### config.mk
export PLATFORM = sky130hd
export DESIGN_NAME = if_stage
export DESIGN_NICKNAME = d
export VERILOG_FILES = /design/src/hw/if_pkg.sv /design/src/hw/fetch_bus_if.sv /design/src/hw/pc_select.sv /design/src/hw/prefetch_unit.sv /design/src/hw/instr_obi_master.sv /design/src/hw/dummy_instr.sv /design/src/hw/if_stage.sv
export SDC_FILE = /design/constraint.sdc
export NUM_CORES = 1
export LEC_CHECK = 0
export BUFFER_PORTS_ARGS = -buffer_cell sky130_fd_sc_hd__buf_2
export CAP_MARGIN = 10
export CORE_ASPECT_RATIO = 1.2
export CORE_MARGIN = 3
export CORE_UTILIZATION = 45
export DETAILED_ROUTE_END_ITERATION = 10
export MAX_ROUTING_LAYER = met4
export PLACE_DENSITY = 0.82
export RECOVER_POWER = 100
export SLEW_MARGIN = 15
export SYNTH_ARGS = -nofsm -noshare
export SYNTH_HDL_FRONTEND = slang
export SYNTH_SLANG_ARGS = --single-unit
### constraint.sdc
create_clock -name clk -period 3.8 [get_ports clk]
set_input_delay 0.19 -clock clk [delete_from_list [all_inputs] [get_ports clk]]
set_output_delay 0.19 -clock clk [all_outputs]
set_load 0.05 [all_outputs]
### src/hw/if_pkg.sv
// Package with fetch stage widths, pc_mux codes, LFSR and dummy instruction constants

package if_pkg;

  //////////////////////////////////////////////////////////////////////
  // Data path widths
  //////////////////////////////////////////////////////////////////////

  localparam int XLEN     = 32;
  // Upper bits of the trap vector base
  localparam int MTVEC_W  = 25;
  localparam int IRQ_ID_W = 5;

  //////////////////////////////////////////////////////////////////////
  // Next-PC select codes
  //////////////////////////////////////////////////////////////////////

  localparam int PC_MUX_W = 3;

  localparam logic [PC_MUX_W-1:0] PC_BOOT     = 3'd0;
  localparam logic [PC_MUX_W-1:0] PC_JUMP     = 3'd1;
  localparam logic [PC_MUX_W-1:0] PC_BRANCH   = 3'd2;
  localparam logic [PC_MUX_W-1:0] PC_MRET     = 3'd3;
  localparam logic [PC_MUX_W-1:0] PC_TRAP_EXC = 3'd4;
  localparam logic [PC_MUX_W-1:0] PC_TRAP_IRQ = 3'd5;

  //////////////////////////////////////////////////////////////////////
  // Prefetch buffer
  //////////////////////////////////////////////////////////////////////

  // Buffer depth, also the limit on reads in flight
  localparam int FIFO_DEPTH = 2;
  localparam int PTR_W      = $clog2(FIFO_DEPTH);
  // Outstanding and discard counters
  localparam int CNT_W      = 2;

  //////////////////////////////////////////////////////////////////////
  // Dummy instruction insertion
  //////////////////////////////////////////////////////////////////////

  localparam int              LFSR_W    = 16;
  // Nonzero so the Galois LFSR never locks up
  localparam logic [LFSR_W-1:0] LFSR_SEED = 16'hACE1;
  localparam logic [LFSR_W-1:0] LFSR_TAPS = 16'hB400;

  // Real issues between two dummies
  localparam int DUMMY_INTERVAL = 4;
  localparam int DUMMY_CNT_W    = $clog2(DUMMY_INTERVAL) + 1;

  // addi opcode, used with rd = rs1 = x0
  localparam logic [6:0] NOP_OPCODE = 7'b0010011;

endpackage

### src/hw/fetch_bus_if.sv
// Interface for fetch transfers and responses between prefetcher and bus master

`timescale 1ns/1ps

interface fetch_bus_if import if_pkg::*; ();

  // Address phase, valid/ready handshake
  logic            trans_valid;
  logic            trans_ready;
  logic [XLEN-1:0] trans_addr;

  // Response phase, in order and never stalled
  logic            resp_valid;
  logic [XLEN-1:0] resp_rdata;
  logic            resp_err;

  // Prefetcher side
  modport prefetch (
    output trans_valid,
    output trans_addr,
    input  trans_ready,
    input  resp_valid,
    input  resp_rdata,
    input  resp_err
  );

  // Bus master side
  modport bus (
    input  trans_valid,
    input  trans_addr,
    output trans_ready,
    output resp_valid,
    output resp_rdata,
    output resp_err
  );

endinterface

### src/hw/pc_select.sv
// Next fetch address mux and mtvec init strobe

`timescale 1ns/1ps

module pc_select import if_pkg::*; (
  input  logic [PC_MUX_W-1:0] pc_mux_i,
  input  logic                pc_set_i,
  input  logic [XLEN-1:0]     boot_addr_i,
  input  logic [XLEN-1:0]     jump_target_i,
  input  logic [XLEN-1:0]     branch_target_i,
  input  logic [XLEN-1:0]     mepc_i,
  input  logic [MTVEC_W-1:0]  mtvec_addr_i,
  input  logic [IRQ_ID_W-1:0] irq_id_i,
  output logic [XLEN-1:0]     branch_addr_o,
  output logic                csr_mtvec_init_o
);

  logic [XLEN-1:0] target;

  always_comb begin
    // Unused codes fall back to boot
    target = {boot_addr_i[XLEN-1:2], 2'b00};
    case (pc_mux_i)
      PC_BOOT:     target = {boot_addr_i[XLEN-1:2], 2'b00};
      PC_JUMP:     target = jump_target_i;
      PC_BRANCH:   target = branch_target_i;
      // Return to the interrupted instruction
      PC_MRET:     target = mepc_i;
      // All exceptions share the vector base
      PC_TRAP_EXC: target = {mtvec_addr_i, 7'b0};
      // Interrupts are vectored, one word per id
      PC_TRAP_IRQ: target = {mtvec_addr_i, irq_id_i, 2'b00};
      default:     target = {boot_addr_i[XLEN-1:2], 2'b00};
    endcase
  end

  // Instructions are at least halfword aligned
  assign branch_addr_o = {target[XLEN-1:1], 1'b0};

  // CSR file loads mtvec when the core boots
  assign csr_mtvec_init_o = pc_set_i && (pc_mux_i == PC_BOOT);

endmodule

### src/hw/prefetch_unit.sv
// Prefetch unit with address sequencing, read tracking, flush discard and response FIFO

`timescale 1ns/1ps

module prefetch_unit import if_pkg::*; (
  input  logic            clk,
  input  logic            rst_n,
  input  logic            pc_set_i,
  input  logic [XLEN-1:0] branch_addr_i,
  input  logic            ready_i,
  input  logic            halt_i,
  output logic            valid_o,
  output logic [XLEN-1:0] instr_o,
  output logic [XLEN-1:0] addr_o,
  output logic            err_o,
  output logic            busy_o,
  fetch_bus_if.prefetch   bus_o
);

  // Fetch sequencing
  logic            fetch_active;
  logic [XLEN-1:0] fetch_addr;
  logic [XLEN-1:0] head_pc;
  logic            accept;

  // Read tracking
  logic [CNT_W-1:0] outst_cnt;
  logic [CNT_W-1:0] outst_nxt;
  logic [CNT_W-1:0] discard_cnt;
  logic [CNT_W-1:0] discard_nxt;
  logic [CNT_W:0]   inflight;
  logic             resp_drop;

  // Response buffer
  logic [XLEN-1:0]  fifo_rdata [FIFO_DEPTH];
  logic             fifo_err   [FIFO_DEPTH];
  logic [PTR_W-1:0] wr_ptr;
  logic [PTR_W-1:0] rd_ptr;
  logic [CNT_W-1:0] fifo_cnt;
  logic             push;
  logic             pop;

  //////////////////////////////////////////////////////////////////////
  // Request side
  //////////////////////////////////////////////////////////////////////

  // Words buffered plus words still on the bus
  assign inflight = {1'b0, fifo_cnt} + {1'b0, outst_cnt};

  // No request in the redirect cycle itself
  // Every read in flight must have a buffer slot waiting
  assign bus_o.trans_valid = fetch_active && !pc_set_i &&
                             (inflight < (CNT_W+1)'(FIFO_DEPTH));
  assign bus_o.trans_addr  = fetch_addr;
  assign accept            = bus_o.trans_valid && bus_o.trans_ready;

  always_ff @(posedge clk or negedge rst_n) begin
    if (!rst_n) begin
      fetch_active <= 1'b0;
      fetch_addr   <= '0;
    end else if (pc_set_i) begin
      fetch_active <= 1'b1;
      fetch_addr   <= branch_addr_i;
    end else if (accept) begin
      fetch_addr   <= fetch_addr + XLEN'(4);
    end
  end

  //////////////////////////////////////////////////////////////////////
  // Outstanding and discard counters
  //////////////////////////////////////////////////////////////////////

  // Responses of the old path are dropped, including one in the flush cycle
  assign resp_drop = bus_o.resp_valid && (pc_set_i || (discard_cnt != '0));

  always_comb begin
    outst_nxt = outst_cnt;
    if (accept && !bus_o.resp_valid) begin
      outst_nxt = outst_cnt + CNT_W'(1);
    end else if (!accept && bus_o.resp_valid) begin
      outst_nxt = outst_cnt - CNT_W'(1);
    end
  end

  always_comb begin
    discard_nxt = discard_cnt;
    if (pc_set_i) begin
      // Everything still on the bus after this cycle belongs to the old path
      discard_nxt = outst_nxt;
    end else if (bus_o.resp_valid && (discard_cnt != '0)) begin
      discard_nxt = discard_cnt - CNT_W'(1);
    end
  end

  always_ff @(posedge clk or negedge rst_n) begin
    if (!rst_n) begin
      outst_cnt   <= '0;
      discard_cnt <= '0;
    end else begin
      outst_cnt   <= outst_nxt;
      discard_cnt <= discard_nxt;
    end
  end

  assign busy_o = (outst_cnt != '0);

  //////////////////////////////////////////////////////////////////////
  // Response FIFO
  //////////////////////////////////////////////////////////////////////

  assign push = bus_o.resp_valid && !resp_drop;
  // Halt keeps the buffered words in place
  assign pop  = valid_o && ready_i && !halt_i;

  always_ff @(posedge clk or negedge rst_n) begin
    if (!rst_n) begin
      wr_ptr   <= '0;
      rd_ptr   <= '0;
      fifo_cnt <= '0;
    end else if (pc_set_i) begin
      // Flush
      wr_ptr   <= '0;
      rd_ptr   <= '0;
      fifo_cnt <= '0;
    end else begin
      if (push) begin
        wr_ptr <= wr_ptr + PTR_W'(1);
      end
      if (pop) begin
        rd_ptr <= rd_ptr + PTR_W'(1);
      end
      if (push && !pop) begin
        fifo_cnt <= fifo_cnt + CNT_W'(1);
      end else if (pop && !push) begin
        fifo_cnt <= fifo_cnt - CNT_W'(1);
      end
    end
  end

  // Storage
  always_ff @(posedge clk) begin
    if (push) begin
      fifo_rdata[wr_ptr] <= bus_o.resp_rdata;
      fifo_err[wr_ptr]   <= bus_o.resp_err;
    end
  end

  // PC of the word at the FIFO head
  always_ff @(posedge clk or negedge rst_n) begin
    if (!rst_n) begin
      head_pc <= '0;
    end else if (pc_set_i) begin
      head_pc <= branch_addr_i;
    end else if (pop) begin
      head_pc <= head_pc + XLEN'(4);
    end
  end

  assign valid_o = (fifo_cnt != '0);
  assign instr_o = fifo_rdata[rd_ptr];
  assign err_o   = fifo_err[rd_ptr];
  assign addr_o  = head_pc;

endmodule

### src/hw/instr_obi_master.sv
// OBI instruction bus master with registered address phase and in-order responses

`timescale 1ns/1ps

module instr_obi_master import if_pkg::*; (
  input  logic            clk,
  input  logic            rst_n,
  fetch_bus_if.bus        trans_i,
  output logic            instr_req_o,
  output logic [XLEN-1:0] instr_addr_o,
  input  logic            instr_gnt_i,
  input  logic            instr_rvalid_i,
  input  logic [XLEN-1:0] instr_rdata_i,
  input  logic            instr_err_i
);

  // Pending address phase
  logic            req_q;
  logic [XLEN-1:0] addr_q;
  logic            accept;

  //////////////////////////////////////////////////////////////////////
  // Address phase
  //////////////////////////////////////////////////////////////////////

  // Free when idle or when the pending request is granted this cycle
  assign trans_i.trans_ready = !req_q || instr_gnt_i;
  assign accept              = trans_i.trans_valid && trans_i.trans_ready;

  always_ff @(posedge clk or negedge rst_n) begin
    if (!rst_n) begin
      req_q  <= 1'b0;
      addr_q <= '0;
    end else if (accept) begin
      // Back to back transfer when grant and a new request coincide
      req_q  <= 1'b1;
      addr_q <= trans_i.trans_addr;
    end else if (instr_gnt_i) begin
      req_q  <= 1'b0;
    end
  end

  // Request and address stay put until granted
  assign instr_req_o  = req_q;
  assign instr_addr_o = addr_q;

  //////////////////////////////////////////////////////////////////////
  // Response phase
  //////////////////////////////////////////////////////////////////////

  // Slave returns data in request order
  // No stall possible so responses go straight through
  assign trans_i.resp_valid = instr_rvalid_i;
  assign trans_i.resp_rdata = instr_rdata_i;
  assign trans_i.resp_err   = instr_err_i;

endmodule

### src/hw/dummy_instr.sv
// Dummy NOP insertion with issue counter and Galois LFSR immediate

`timescale 1ns/1ps

module dummy_instr import if_pkg::*; (
  input  logic            clk,
  input  logic            rst_n,
  input  logic            dummy_en_i,
  input  logic            instr_issued_i,
  input  logic            dummy_issued_i,
  output logic            dummy_insert_o,
  output logic [XLEN-1:0] dummy_word_o
);

  logic [DUMMY_CNT_W-1:0] issue_cnt;
  logic [LFSR_W-1:0]      lfsr_q;
  logic [LFSR_W-1:0]      lfsr_nxt;
  logic                   cnt_wrap;

  //////////////////////////////////////////////////////////////////////
  // Issue counter
  //////////////////////////////////////////////////////////////////////

  // Without insertion the count just wraps around the interval
  assign cnt_wrap = !dummy_en_i && (issue_cnt >= DUMMY_CNT_W'(DUMMY_INTERVAL - 1));

  always_ff @(posedge clk or negedge rst_n) begin
    if (!rst_n) begin
      issue_cnt <= '0;
    end else if (dummy_issued_i) begin
      issue_cnt <= '0;
    end else if (instr_issued_i) begin
      issue_cnt <= cnt_wrap ? '0 : issue_cnt + DUMMY_CNT_W'(1);
    end
  end

  // Request stays up until the dummy issues
  assign dummy_insert_o = dummy_en_i && (issue_cnt == DUMMY_CNT_W'(DUMMY_INTERVAL));

  //////////////////////////////////////////////////////////////////////
  // LFSR
  //////////////////////////////////////////////////////////////////////

  // Right shift, feedback mask applied when bit 0 falls out
  assign lfsr_nxt = (lfsr_q >> 1) ^ (lfsr_q[0] ? LFSR_TAPS : '0);

  always_ff @(posedge clk or negedge rst_n) begin
    if (!rst_n) begin
      lfsr_q <= LFSR_SEED;
    end else if (dummy_issued_i) begin
      lfsr_q <= lfsr_nxt;
    end
  end

  // addi x0, x0, imm with the current LFSR low bits as imm
  assign dummy_word_o = {lfsr_q[11:0], 5'd0, 3'b000, 5'd0, NOP_OPCODE};

endmodule

### src/hw/if_stage.sv
// Instruction fetch stage top level with issue control and IF/ID pipeline register

`timescale 1ns/1ps

module if_stage import if_pkg::*; (
  input  logic                clk,
  input  logic                rst_n,

  // Redirect control and targets
  input  logic [PC_MUX_W-1:0] pc_mux_i,
  input  logic                pc_set_i,
  input  logic [XLEN-1:0]     boot_addr_i,
  input  logic [XLEN-1:0]     jump_target_i,
  input  logic [XLEN-1:0]     branch_target_i,
  input  logic [XLEN-1:0]     mepc_i,
  input  logic [MTVEC_W-1:0]  mtvec_addr_i,
  input  logic [IRQ_ID_W-1:0] irq_id_i,

  // Pipeline control
  input  logic                kill_if_i,
  input  logic                halt_if_i,
  input  logic                dummy_en_i,
  input  logic                id_ready_i,

  // OBI instruction bus
  output logic                instr_req_o,
  output logic [XLEN-1:0]     instr_addr_o,
  input  logic                instr_gnt_i,
  input  logic                instr_rvalid_i,
  input  logic [XLEN-1:0]     instr_rdata_i,
  input  logic                instr_err_i,

  // Stage status
  output logic                if_valid_o,
  output logic [XLEN-1:0]     pc_if_o,
  output logic                if_busy_o,
  output logic                csr_mtvec_init_o,
  output logic                lfsr_shift_o,

  // IF/ID pipeline register
  output logic                id_instr_valid_o,
  output logic [XLEN-1:0]     id_instr_o,
  output logic [XLEN-1:0]     id_pc_o,
  output logic                id_bus_err_o,
  output logic                id_dummy_o
);

  logic [XLEN-1:0] branch_addr;

  // Prefetcher outputs
  logic            prefetch_valid;
  logic [XLEN-1:0] prefetch_instr;
  logic            prefetch_err;

  // Issue control
  logic            issue;
  logic            real_issue;
  logic            dummy_issue;
  logic            dummy_insert;
  logic [XLEN-1:0] dummy_word;

  fetch_bus_if fetch_bus ();

  //////////////////////////////////////////////////////////////////////
  // Fetch path
  //////////////////////////////////////////////////////////////////////

  pc_select pc_select_inst (
    .pc_mux_i         (pc_mux_i),
    .pc_set_i         (pc_set_i),
    .boot_addr_i      (boot_addr_i),
    .jump_target_i    (jump_target_i),
    .branch_target_i  (branch_target_i),
    .mepc_i           (mepc_i),
    .mtvec_addr_i     (mtvec_addr_i),
    .irq_id_i         (irq_id_i),
    .branch_addr_o    (branch_addr),
    .csr_mtvec_init_o (csr_mtvec_init_o)
  );

  prefetch_unit prefetch_unit_inst (
    .clk           (clk),
    .rst_n         (rst_n),
    .pc_set_i      (pc_set_i),
    .branch_addr_i (branch_addr),
    .ready_i       (real_issue),
    .halt_i        (halt_if_i),
    .valid_o       (prefetch_valid),
    .instr_o       (prefetch_instr),
    .addr_o        (pc_if_o),
    .err_o         (prefetch_err),
    .busy_o        (if_busy_o),
    .bus_o         (fetch_bus.prefetch)
  );

  instr_obi_master instr_obi_master_inst (
    .clk            (clk),
    .rst_n          (rst_n),
    .trans_i        (fetch_bus.bus),
    .instr_req_o    (instr_req_o),
    .instr_addr_o   (instr_addr_o),
    .instr_gnt_i    (instr_gnt_i),
    .instr_rvalid_i (instr_rvalid_i),
    .instr_rdata_i  (instr_rdata_i),
    .instr_err_i    (instr_err_i)
  );

  dummy_instr dummy_instr_inst (
    .clk            (clk),
    .rst_n          (rst_n),
    .dummy_en_i     (dummy_en_i),
    .instr_issued_i (real_issue),
    .dummy_issued_i (dummy_issue),
    .dummy_insert_o (dummy_insert),
    .dummy_word_o   (dummy_word)
  );

  //////////////////////////////////////////////////////////////////////
  // Issue control
  //////////////////////////////////////////////////////////////////////

  // Kill and halt block issue of both real and dummy words
  assign if_valid_o  = (prefetch_valid || dummy_insert) && !kill_if_i && !halt_if_i;
  assign issue       = if_valid_o && id_ready_i;
  // Dummy takes priority, the prefetched word waits in the FIFO
  assign dummy_issue = issue && dummy_insert;
  assign real_issue  = issue && !dummy_insert;

  // One LFSR step per inserted dummy
  assign lfsr_shift_o = dummy_issue;

  //////////////////////////////////////////////////////////////////////
  // IF/ID pipeline register
  //////////////////////////////////////////////////////////////////////

  always_ff @(posedge clk or negedge rst_n) begin
    if (!rst_n) begin
      id_instr_valid_o <= 1'b0;
      id_instr_o       <= '0;
      id_pc_o          <= '0;
      id_bus_err_o     <= 1'b0;
      id_dummy_o       <= 1'b0;
    end else if (issue) begin
      id_instr_valid_o <= 1'b1;
      id_dummy_o       <= dummy_insert;
      if (dummy_insert) begin
        // Dummy reuses the PC already in ID
        id_instr_o   <= dummy_word;
        id_bus_err_o <= 1'b0;
      end else begin
        id_instr_o   <= prefetch_instr;
        id_pc_o      <= pc_if_o;
        id_bus_err_o <= prefetch_err;
      end
    end else if (id_ready_i) begin
      // ID consumed its word and nothing new came in
      id_instr_valid_o <= 1'b0;
    end
  end

endmodule

==> results of run 1 <==
area by class of cell:
| cell class | instances | area, um2 | share of cell area [%] |
|---|---|---|---|
| antenna | 4 | 10.01 | 0.06479 |
| clock buffer | 33 | 675.6 | 4.373 |
| clock inverter | 13 | 177.7 | 1.150 |
| inverter | 25 | 93.84 | 0.6074 |
| multi-input combinational | 840 | 5398 | 34.94 |
| sequential | 254 | 6698 | 43.35 |
| tap | 374 | 467.9 | 3.029 |
| timing repair buffer | 384 | 1929 | 12.49 |
layout by cell type (no fill, tap or decap), drive strengths merged, types with 27 or more instances in the layout:
master | Yosys | final
clkbuf | 28 | 201
dfrtp | 180 | 180
mux2i | 83 | 83
nor2 | 44 | 44
buf | 59 | 182
dlygate4sd3 | 0 | 34
mux2 | 27 | 27
nand2 | 213 | 213
a21oi | 63 | 63
edfxtp | 66 | 66
o21ai | 81 | 81
per-layer routing:
metal | GRT usage [%] | part of all wire (%) | vias up
met2 | 47.37 | 50 | 555
met5 | - | 0 | -
met3 | 8.711 | 9.9 | 88
met4 | 8.858 | 3.2 | 0
met1 | 30.66 | 37 | 5290
li1 | - | - | 5044
power by group:
group	total [mW]	switching, mW	internal, mW
Sequential	3.86	0.475	3.38
Combinational	3.43	2.64	0.789
Clock	2.61	1.08	1.53
Total	9.89	4.19	5.70
cell families after synthesis:
logic type               Yosys count
AO/OA/AOI/OAI                    314
XOR/XNOR                          17
adder cells (fa/ha/maj)            8
buffers and inverters            112
flip-flops                       254
multiplexers                     112
other                              1
AND/OR/NAND/NOR                  386
state kept, by name (all words and copies together), names as in the netlist, 2 cells and up:
register	count
prefetch_unit_inst.discard_cnt	2
prefetch_unit_inst.bus_o.trans_addr	31
prefetch_unit_inst.outst_cnt	2
prefetch_unit_inst.fifo_err	2
dummy_instr_inst.lfsr_q	16
dummy_instr_inst.issue_cnt	3
id_instr_o	32
prefetch_unit_inst.fifo_cnt	2
prefetch_unit_inst.addr_o	31
instr_obi_master_inst.instr_addr_o	31
id_pc_o	31
prefetch_unit_inst.fifo_rdata	64
worst max-delay path: stages (launching register included):
cell and delay, ns:
dfrtp_1 0.42, inv_1 0.08, ha_1 0.16, and3_1 0.18
o311ai_0 0.12, buf_4 0.30, nor2_1 0.59, buf_4 0.39
buf_2 0.32
metrics by stage:
step | area, um2 | power (mW) | setup slack, ns | util, % | hold WS [ns]
4_1_cts | 15740 | 10.07 | 0.7129 | 57.39 | 0.004036
3_5_place_dp | 14540 | 7.429 | 0.8558 | 53.04 | 0.2889
2_1_floorplan | 12650 | 6.354 | 0.1066 | - | -0.1056
3_3_place_gp | 14540 | 7.331 | 0.9188 | 53.04 | 0.2819
6_report | 15450 | 9.893 | 0.5136 | 56.35 | 0.005254
5_1_grt | 15450 | 10.35 | 0.3375 | 56.35 | -0.009826
final timing paths:
kind / endpoint / cells past startpoint
setup / recovery: lfsr_shift_o / 8
hold / removal: id_instr_valid_o / 2
setup reg to reg: prefetch_unit_inst.bus_o.trans_addr[21] / 8
hold reg to reg: instr_obi_master_inst.instr_addr_o[25] / 2
max in group asynchronous: dummy_instr_inst.lfsr_q[12] / 3
min in group asynchronous: id_pc_o[14] / 2
==> run_results.csv, run 1 <==
group,metric,value,unit
placement,dp_hpwl,29.67,mm
cts,cts_buffers,25,
placement,io_buffers,330,
cts,clockBufferDepth,3,
global_route,grt_overflow_total,0,
setup_path,timing.rr.start,"prefetch_unit_inst.fifo_cnt[0]",
floorplanning,initial_core_util,46.12,%
logic_synthesis,synth_edf_count,66,
outcome,violations,"max-capacitance violations, max-slew violations",
logic_synthesis,syn_avg_cell_area,10.50,um2
outcome,status,"complete, but fails checks",
timing,post-route-min-period,3.286,ns
timing,final-setup-viol-count,0,
final_layout,stdcell_count,1927,
pwr,power.density,640.3,nW/um2
routing,wl,41.49,mm
cts,numClockSinks,254,
cts,cts_resized,0,
final_layout,area_delta_synth_final,22.18,%
logic_synthesis,synth_fa_ha_area_share,0.8510,%
cts,path_clk_slew,0.06,ns
logic_synthesis,synth_top_area_cell,"dfrtp_1",
logic_synthesis,synth.cell_area,12640,um2
flow_run,cap_violations,5,
cts,holdBufCountCts,34,
timing,skew,0.01587,ns
timing,slew_headroom,-48.12,%
global_route,grt_pass1_wl,64.12,mm
timing,setup_tns,0,ns
timing,worst_pin_slew,2.222,ns
setup_path,r2r_setup_slack,0.64,ns
logic_synthesis,synth_top_family_by_area,"compound AO/OA/AOI/OAI gates",
floorplanning,dieWidth,159.0,um
final_layout,fin_nets,1741,
floorplanning,io_pins,339,
global_route,antenna_found_initial,6,
floorplanning,coreArea,27420,um2
setup_path,crit_path_start,"dummy_instr_inst.issue_cnt[0]",
floorplanning,fp.dieH,189.6,um
logic_synthesis,ys_ff_latch,254,
setup_path,crit_type,"flop to output port",
floorplanning,die_area,30150,um2
floorplanning,rows,66,
logic_synthesis,synth_xor_area_share,1.237,%
logic_synthesis,post-synth-top-area-fraction,35.62,%
cts,cts_setup_buffers,0,
logic_synthesis,synth_cells,1204,
setup_path,end_kind,"output port",
routing,ant_nets,0,
pwr,leakage,6.809,nW
worst_hold_path,hold_class,"input pin to flop",
routing,wire_per_inst,21.53,um
cts,h-tree-depth,1,
logic_synthesis,synth_cell_type_count,83,
setup_path,worstPathMaxFanout,33,
placement,gp_congestion,0.9538,
worst_hold_path,hp-start,"id_ready_i",
routing,dr.pass1.iters,5,
cts,cts_root_buf,"clkbuf_16",
logic_synthesis,ys.flop_type,"dfrtp_1",
logic_synthesis,synth-simple-area-share,14.60,%
global_route,grt_start_max_net_pins,82,
logic_synthesis,yosysWarnings,0,
final_layout,n_fill_cell,2467,
logic_synthesis,yosysMostFrequentCell,"nand2_1",
setup_path,arrival,3.10,ns
timing,post-route-period-util,86.49,%
setup_path,worstPathRequired,3.61,ns
timing,fmax,304.3,MHz
logic_synthesis,synth_commonest_cells,"nand2_1 (213), dfrtp_1 (180), mux2i_1 (83)",
setup_path,worst_setup_path_start_kind,"flop",
logic_synthesis,synth_mux_area_share,9.331,%
logic_synthesis,async_flop_share,74.02,%
logic_synthesis,synth_area_leaders,"dfrtp_1 (36%), edfxtp_1 (16%), mux2i_1 (6.6%), nand2_1 (6.3%), o21ai_0 (3.0%)",
timing,finalHoldViolCount,0,
routing,drt_iter0_drc,898,
cts,insertion_delay,0.53,ns
pwr,vdd_ir_drop_max,0.0004951,V
cts,tritoncts,"built",
timing,rsz0062_at_grt,"no",
placement,dp.cells,1843,
global_route,grt_pass1_vias,11240,
logic_synthesis,synth_seq_area_share,52.96,%
logic_synthesis,synth_compound_area_share,16.74,%
routing,drc,0,
timing,slew_viol_final,208,
routing,vias,10977,
global_route,grt_use_total,27.54,%
routing,viasPerCell,5.696,
final_layout,drive_above_1_share,18.33,%
Power figures use the tool's default switching activity.
==> inputs of run 2 (changes only) <==
- CELL_PAD_IN_SITES_DETAIL_PLACEMENT: default -> 0
- CELL_PAD_IN_SITES_GLOBAL_PLACEMENT: default -> 1
- CORE_UTILIZATION: 45 -> 37
- PLACE_DENSITY: 0.82 -> 0.86
==> run_results.csv, run 2 (synthesis results as in run 1) <==
group,metric,value,unit
floorplanning,dieWidth,174.8,um
placement,placed_area,14640,um2
global_route,grt_overflow_total,0,
timing,final-setup-viol-count,0,
outcome,violations,"max-capacitance violations, max-slew violations",
final_layout,layout_common_cells,"nand2_1 (213), dfrtp_1 (179), clkbuf_1 (171)",
timing,slew_headroom,-60.69,%
setup_path,worstPathRequired,4.21,ns
pwr,switchingPower,4.203,mW
routing,wire_per_inst,20.58,um
placement,io_buffers,330,
cts,tritoncts,"built",
setup_path,arrival,3.72,ns
floorplanning,fp.dieH,208.5,um
routing,drc,0,
floorplanning,die_area,36440,um2
worst_hold_path,hold_class,"input pin to flop",
final_layout,drive_above_1_share,18.16,%
final_layout,final_core_util,46.56,%
floorplanning,initial_core_util,37.82,%
timing,hold_slack,0.07086,ns
cts,path_clk_slew,0.06,ns
final_layout,reg_top3,"prefetch_unit_inst.fifo_rdata x64, id_instr_o x32",
setup_path,end_kind,"flop",
pwr,power.density,629.6,nW/um2
final_layout,largest_reg_flops,64,
outcome,status,"complete, but fails checks",
final_layout,stdcell_area,15560,um2
final_layout,area_delta_synth_final,23.09,%
placement,gp_congestion,0.8809,
pwr,power_frac_seq,39.4,%
flow_run,cap_violations,4,
timing,post-route-min-period,3.311,ns
cts,numClockSinks,254,
timing,finalHoldViolCount,0,
routing,viasPerCell,5.413,
cts,clockBufferDepth,3,
setup_path,worst_setup_path_start_kind,"flop",
placement,dp_hpwl,30.01,mm
global_route,antenna_found_initial,9,
routing,wl,41.33,mm
timing,post-route-period-util,87.12,%
global_route,grt_start_max_net_pins,91,
placement,dp.cells,1918,
routing,dr.pass1.iters,5,
cts,cts_buffers,27,
final_layout,regMostFlops,"prefetch_unit_inst.fifo_rdata",
timing,layout_setup_ws,0.4893,ns
pwr,switching_share,42.89,%
timing,setup_tns,0,ns
routing,drt_iter0_drc,581,
timing,worst_pin_slew,2.410,ns
setup_path,worstPathMaxFanout,14,
pwr,leakage,6.809,nW
setup_path,r2r_setup_slack,0.49,ns
pwr,vdd_ir_drop_max,0.0005295,V
placement,pre_cts_ws,0.9135,ns
global_route,grt_use_total,22.48,%
timing,rsz0062_at_grt,"no",
routing,ant_nets,0,
cts,h-tree-depth,1,
timing,fmax,302.0,MHz
cts,cts_root_buf,"clkbuf_16",
routing,vias,10870,
timing,skew,0.01823,ns
floorplanning,coreArea,33430,um2
pwr,pwr-share-clk,25.5,%
pwr,comb_power_share,35.1,%
pwr,finalPower,9.800,mW
final_layout,final_common_cell,"nand2_1",
timing,slew_viol_final,195,
setup_path,crit_type,"flop to flop",
final_layout,fin_nets,1743,
global_route,grt_pass1_vias,11007,
global_route,grt_pass1_wl,63.35,mm
cts,insertion_delay,0.54,ns
pwr,intPower,5.597,mW
floorplanning,rows,73,
final_layout,stdcell_count,2008,
cts,cts_resized,0,
floorplanning,io_pins,339,
run 2: layout make-up:
class | instances | area [um2]
tap | 450 | 563.0
sequential | 254 | 6698
multi-input combinational | 840 | 5413
inverter | 25 | 93.84
clock buffer | 37 | 764.5
antenna | 5 | 12.51
timing repair buffer | 384 | 1943
fill | 3257 | 17860
clock inverter | 13 | 77.57
run 2: final timing paths:
kind / end / from / depth (start not counted)
max reg2reg: prefetch_unit_inst.bus_o.trans_addr[18] / prefetch_unit_inst.fifo_cnt[0] / 7
max in group asynchronous: prefetch_unit_inst.addr_o[20] / rst_n / 3
max: prefetch_unit_inst.bus_o.trans_addr[18] / prefetch_unit_inst.fifo_cnt[0] / 7
min in group asynchronous: id_instr_o[3] / rst_n / 2
min: prefetch_unit_inst.outst_cnt[1] / instr_rvalid_i / 3
min reg2reg: instr_obi_master_inst.instr_addr_o[31] / instr_obi_master_inst.instr_addr_o[31] / 2
run 2: critical path: stages, from the launching register on:
cell and delay (ns):
dfrtp_1 0.54, nand2_1 0.12, fa_1 0.45, and4b_1 0.24, and2_0 0.52, nor2_1 0.96, a21oi_1 0.11, o22a_1 0.24
run 2: what timing repair did:
item,4_1_cts,5_1_grt
hold buffers,35,0
setup buffers,0,0
endpoints found under the hold margin,152,0
run 2: layer usage:
layer / part of all wire [%] / routed length, um / global-route usage [%]
met4: 2.1 / 879 / 5.257
met2: 49 / 20170 / 37.53
met3: 9.8 / 4047 / 6.608
met5: 0 / 0 / -
met1: 39 / 16230 / 26.92
run 2: power groups by stage:
stage	registers, mW	clock network, mW	logic, mW
finish	3.86	2.50	3.44
global route	3.94	2.68	3.70
CTS	3.85	2.58	3.62
detailed placement	3.88	0	3.59
global placement	3.86	0	3.53
floorplan	5.21	0	1.14
==> inputs of run 3 (changes only) <==
- CORE_UTILIZATION: 37 -> 41
- HOLD_SLACK_MARGIN: default -> 0.02
- PLACE_DENSITY: 0.86 -> 0.9
- RECOVER_POWER: 100 -> default
- clock period: 3.8 -> 3.15 ns (I/O delays scaled with it)
==> run_results.csv, run 3 (synthesis results as in run 1) <==
group,metric,value,unit
routing,vias,10818,
timing,post-route-period-util,81.22,%
setup_path,worstPathMaxFanout,13,
timing,post-route-min-period,2.558,ns
pwr,power.density,774.1,nW/um2
timing,skew,0.006754,ns
setup_path,end_kind,"flop",
final_layout,multi_input_area,5472,um2
floorplanning,initial_core_util,42.09,%
setup_path,critPathSlowestCell,"and2_1",
floorplanning,dieWidth,166.3,um
final_layout,final_core_util,53.08,%
cts,path_clk_slew,0.06,ns
final_layout,regMostFlops,"prefetch_unit_inst.fifo_rdata",
routing,viasPerCell,5.539,
final_layout,fin_nets,1752,
cts,h-tree-depth,1,
timing,slew_viol_final,0,
cts,cts_root_buf,"clkbuf_16",
setup_path,max_stage_delay,0.55,ns
floorplanning,rows,69,
flow_run,cap_violations,0,
routing,wire_per_inst,20.21,um
timing,worst_pin_slew,1.034,ns
final_layout,drive_above_1_share,29.90,%
final_layout,layout_common_cells,"buf_2 (329), nand2_1 (213), dfrtp_1 (179)",
final_layout,n_fill_cell,2689,
setup_path,worstPathRequired,3.58,ns
final_layout,area_delta_synth_final,26.12,%
worst_hold_path,min_to,"prefetch_unit_inst.outst_cnt[1]",
pwr,finalPower,12.35,mW
setup_path,r2r_setup_slack,0.59,ns
timing,setup_tns,0,ns
routing,ant_nets,0,
placement,io_buffers,330,
setup_path,crit_type,"flop to flop",
final_layout,regArea,6698,um2
outcome,status,"finished clean",
floorplanning,coreArea,30040,um2
cts,numClockSinks,254,
setup_path,cp_num_buf_inv,1,
floorplanning,fp.dieH,198.4,um
routing,wl,39.47,mm
global_route,grt_use_total,23.29,%
setup_path,crit_path_start,"prefetch_unit_inst.fifo_cnt[1]",
worst_hold_path,min_delay_path_depth,3,
worst_hold_path,hold_class,"input pin to flop",
floorplanning,io_pins,339,
setup_path,path_cells,"inv_1 > fa_1 > and4b_1 > and2_1 > and4_1 > a21oi_1 > o221a_1",
pwr,leakage,7.523,nW
final_layout,largest_reg_flops,64,
timing,hold_slack,0.04481,ns
setup_path,arrival,2.99,ns
setup_path,r2r_end,"prefetch_unit_inst.bus_o.trans_addr[26]",
timing,final-setup-viol-count,0,
placement,dp_hpwl,28.09,mm
cts,cts_resized,0,
routing,dr.pass1.iters,5,
worst_hold_path,hp-start,"instr_rvalid_i",
timing,slew_headroom,31.08,%
routing,drt_iter0_drc,608,
routing,drc,0,
cts,insertion_delay,0.54,ns
timing,fmax,390.9,MHz
pwr,vdd_ir_drop_max,0.0007410,V
cts,tritoncts,"built",
cts,clockBufferDepth,3,
placement,gp_congestion,0.8885,
timing,rsz0062_at_grt,"no",
global_route,grt_overflow_total,0,
global_route,grt_start_max_net_pins,89,
final_layout,reg_top3,"prefetch_unit_inst.fifo_rdata x64, id_instr_o x32",
timing,finalHoldViolCount,0,
global_route,grt_pass1_vias,10725,
setup_path,reg2regPathDepth,7,
floorplanning,die_area,32990,um2
cts,cts_buffers,27,
setup_path,worst_path_dominant_cell_family,"simple AND/OR/NAND/NOR gates",
setup_path,worst_setup_path_start_kind,"flop",
global_route,antenna_found_initial,1,
final_layout,final_common_cell,"buf_2",
setup_path,timing.rr.start,"prefetch_unit_inst.fifo_cnt[1]",
global_route,grt_pass1_wl,60.13,mm
## run 3: area by class of cell
cell class	instances	area share [%]
Clock inverter	16	1.216
Multi-Input combinational cell	840	34.31
Clock buffer	34	4.715
Sequential cell	254	42.00
Inverter	25	0.5884
Tap cell	390	3.060
Timing Repair Buffer	393	14.10
Antenna cell	1	0.01569
## run 3: worst max-delay path by stage
stage | end | depth (start not counted)
6_report | prefetch_unit_inst.bus_o.trans_addr[26] | 7
2_1_floorplan | prefetch_unit_inst.fifo_err[1] | 4
4_1_cts | prefetch_unit_inst.bus_o.trans_addr[26] | 7
5_1_grt | prefetch_unit_inst.bus_o.trans_addr[18] | 7
3_3_place_gp | prefetch_unit_inst.bus_o.trans_addr[26] | 7
3_5_place_dp | prefetch_unit_inst.bus_o.trans_addr[26] | 7
## run 3: where the power goes
group | switching [mW] | total, mW | leakage, nW | internal (mW)
Clock | 1.35 | 3.37 | 0.470 | 2.02
Combinational | 3.21 | 4.36 | 4.01 | 1.15
Sequential | 0.531 | 4.61 | 3.04 | 4.08
## run 3: worst min-delay path: stages
cell	delay (ns)
buf_2	0.16
xnor2_2	0.15
a211oi_2	0.07
## run 3: repair_timing
action / 4_1_cts / 5_1_grt
hold buffers: 36 / 0
buffers inserted: 0 / 0
endpoints found under the hold margin: 154 / 0
## run 3: per-stage QoR
step           area [um2]  worst slack [ns]  std cells
2_1_floorplan       12660            0.6064       1206
3_3_place_gp        14640            0.6329       1866
3_5_place_dp        14640            0.6182       1866
4_1_cts             15950            0.6127       1952
5_1_grt             15950            0.4710       1953
6_report            15950            0.5915       1953
## run 3: per-layer routing
layer,up-vias,global-route usage (%),part of all wire [%]
met1,5254,29.09,41
met4,0,6.724,3.1
met5,-,-,0
li1,5058,-,-
met2,424,38.64,49
met3,82,5.049,7.5
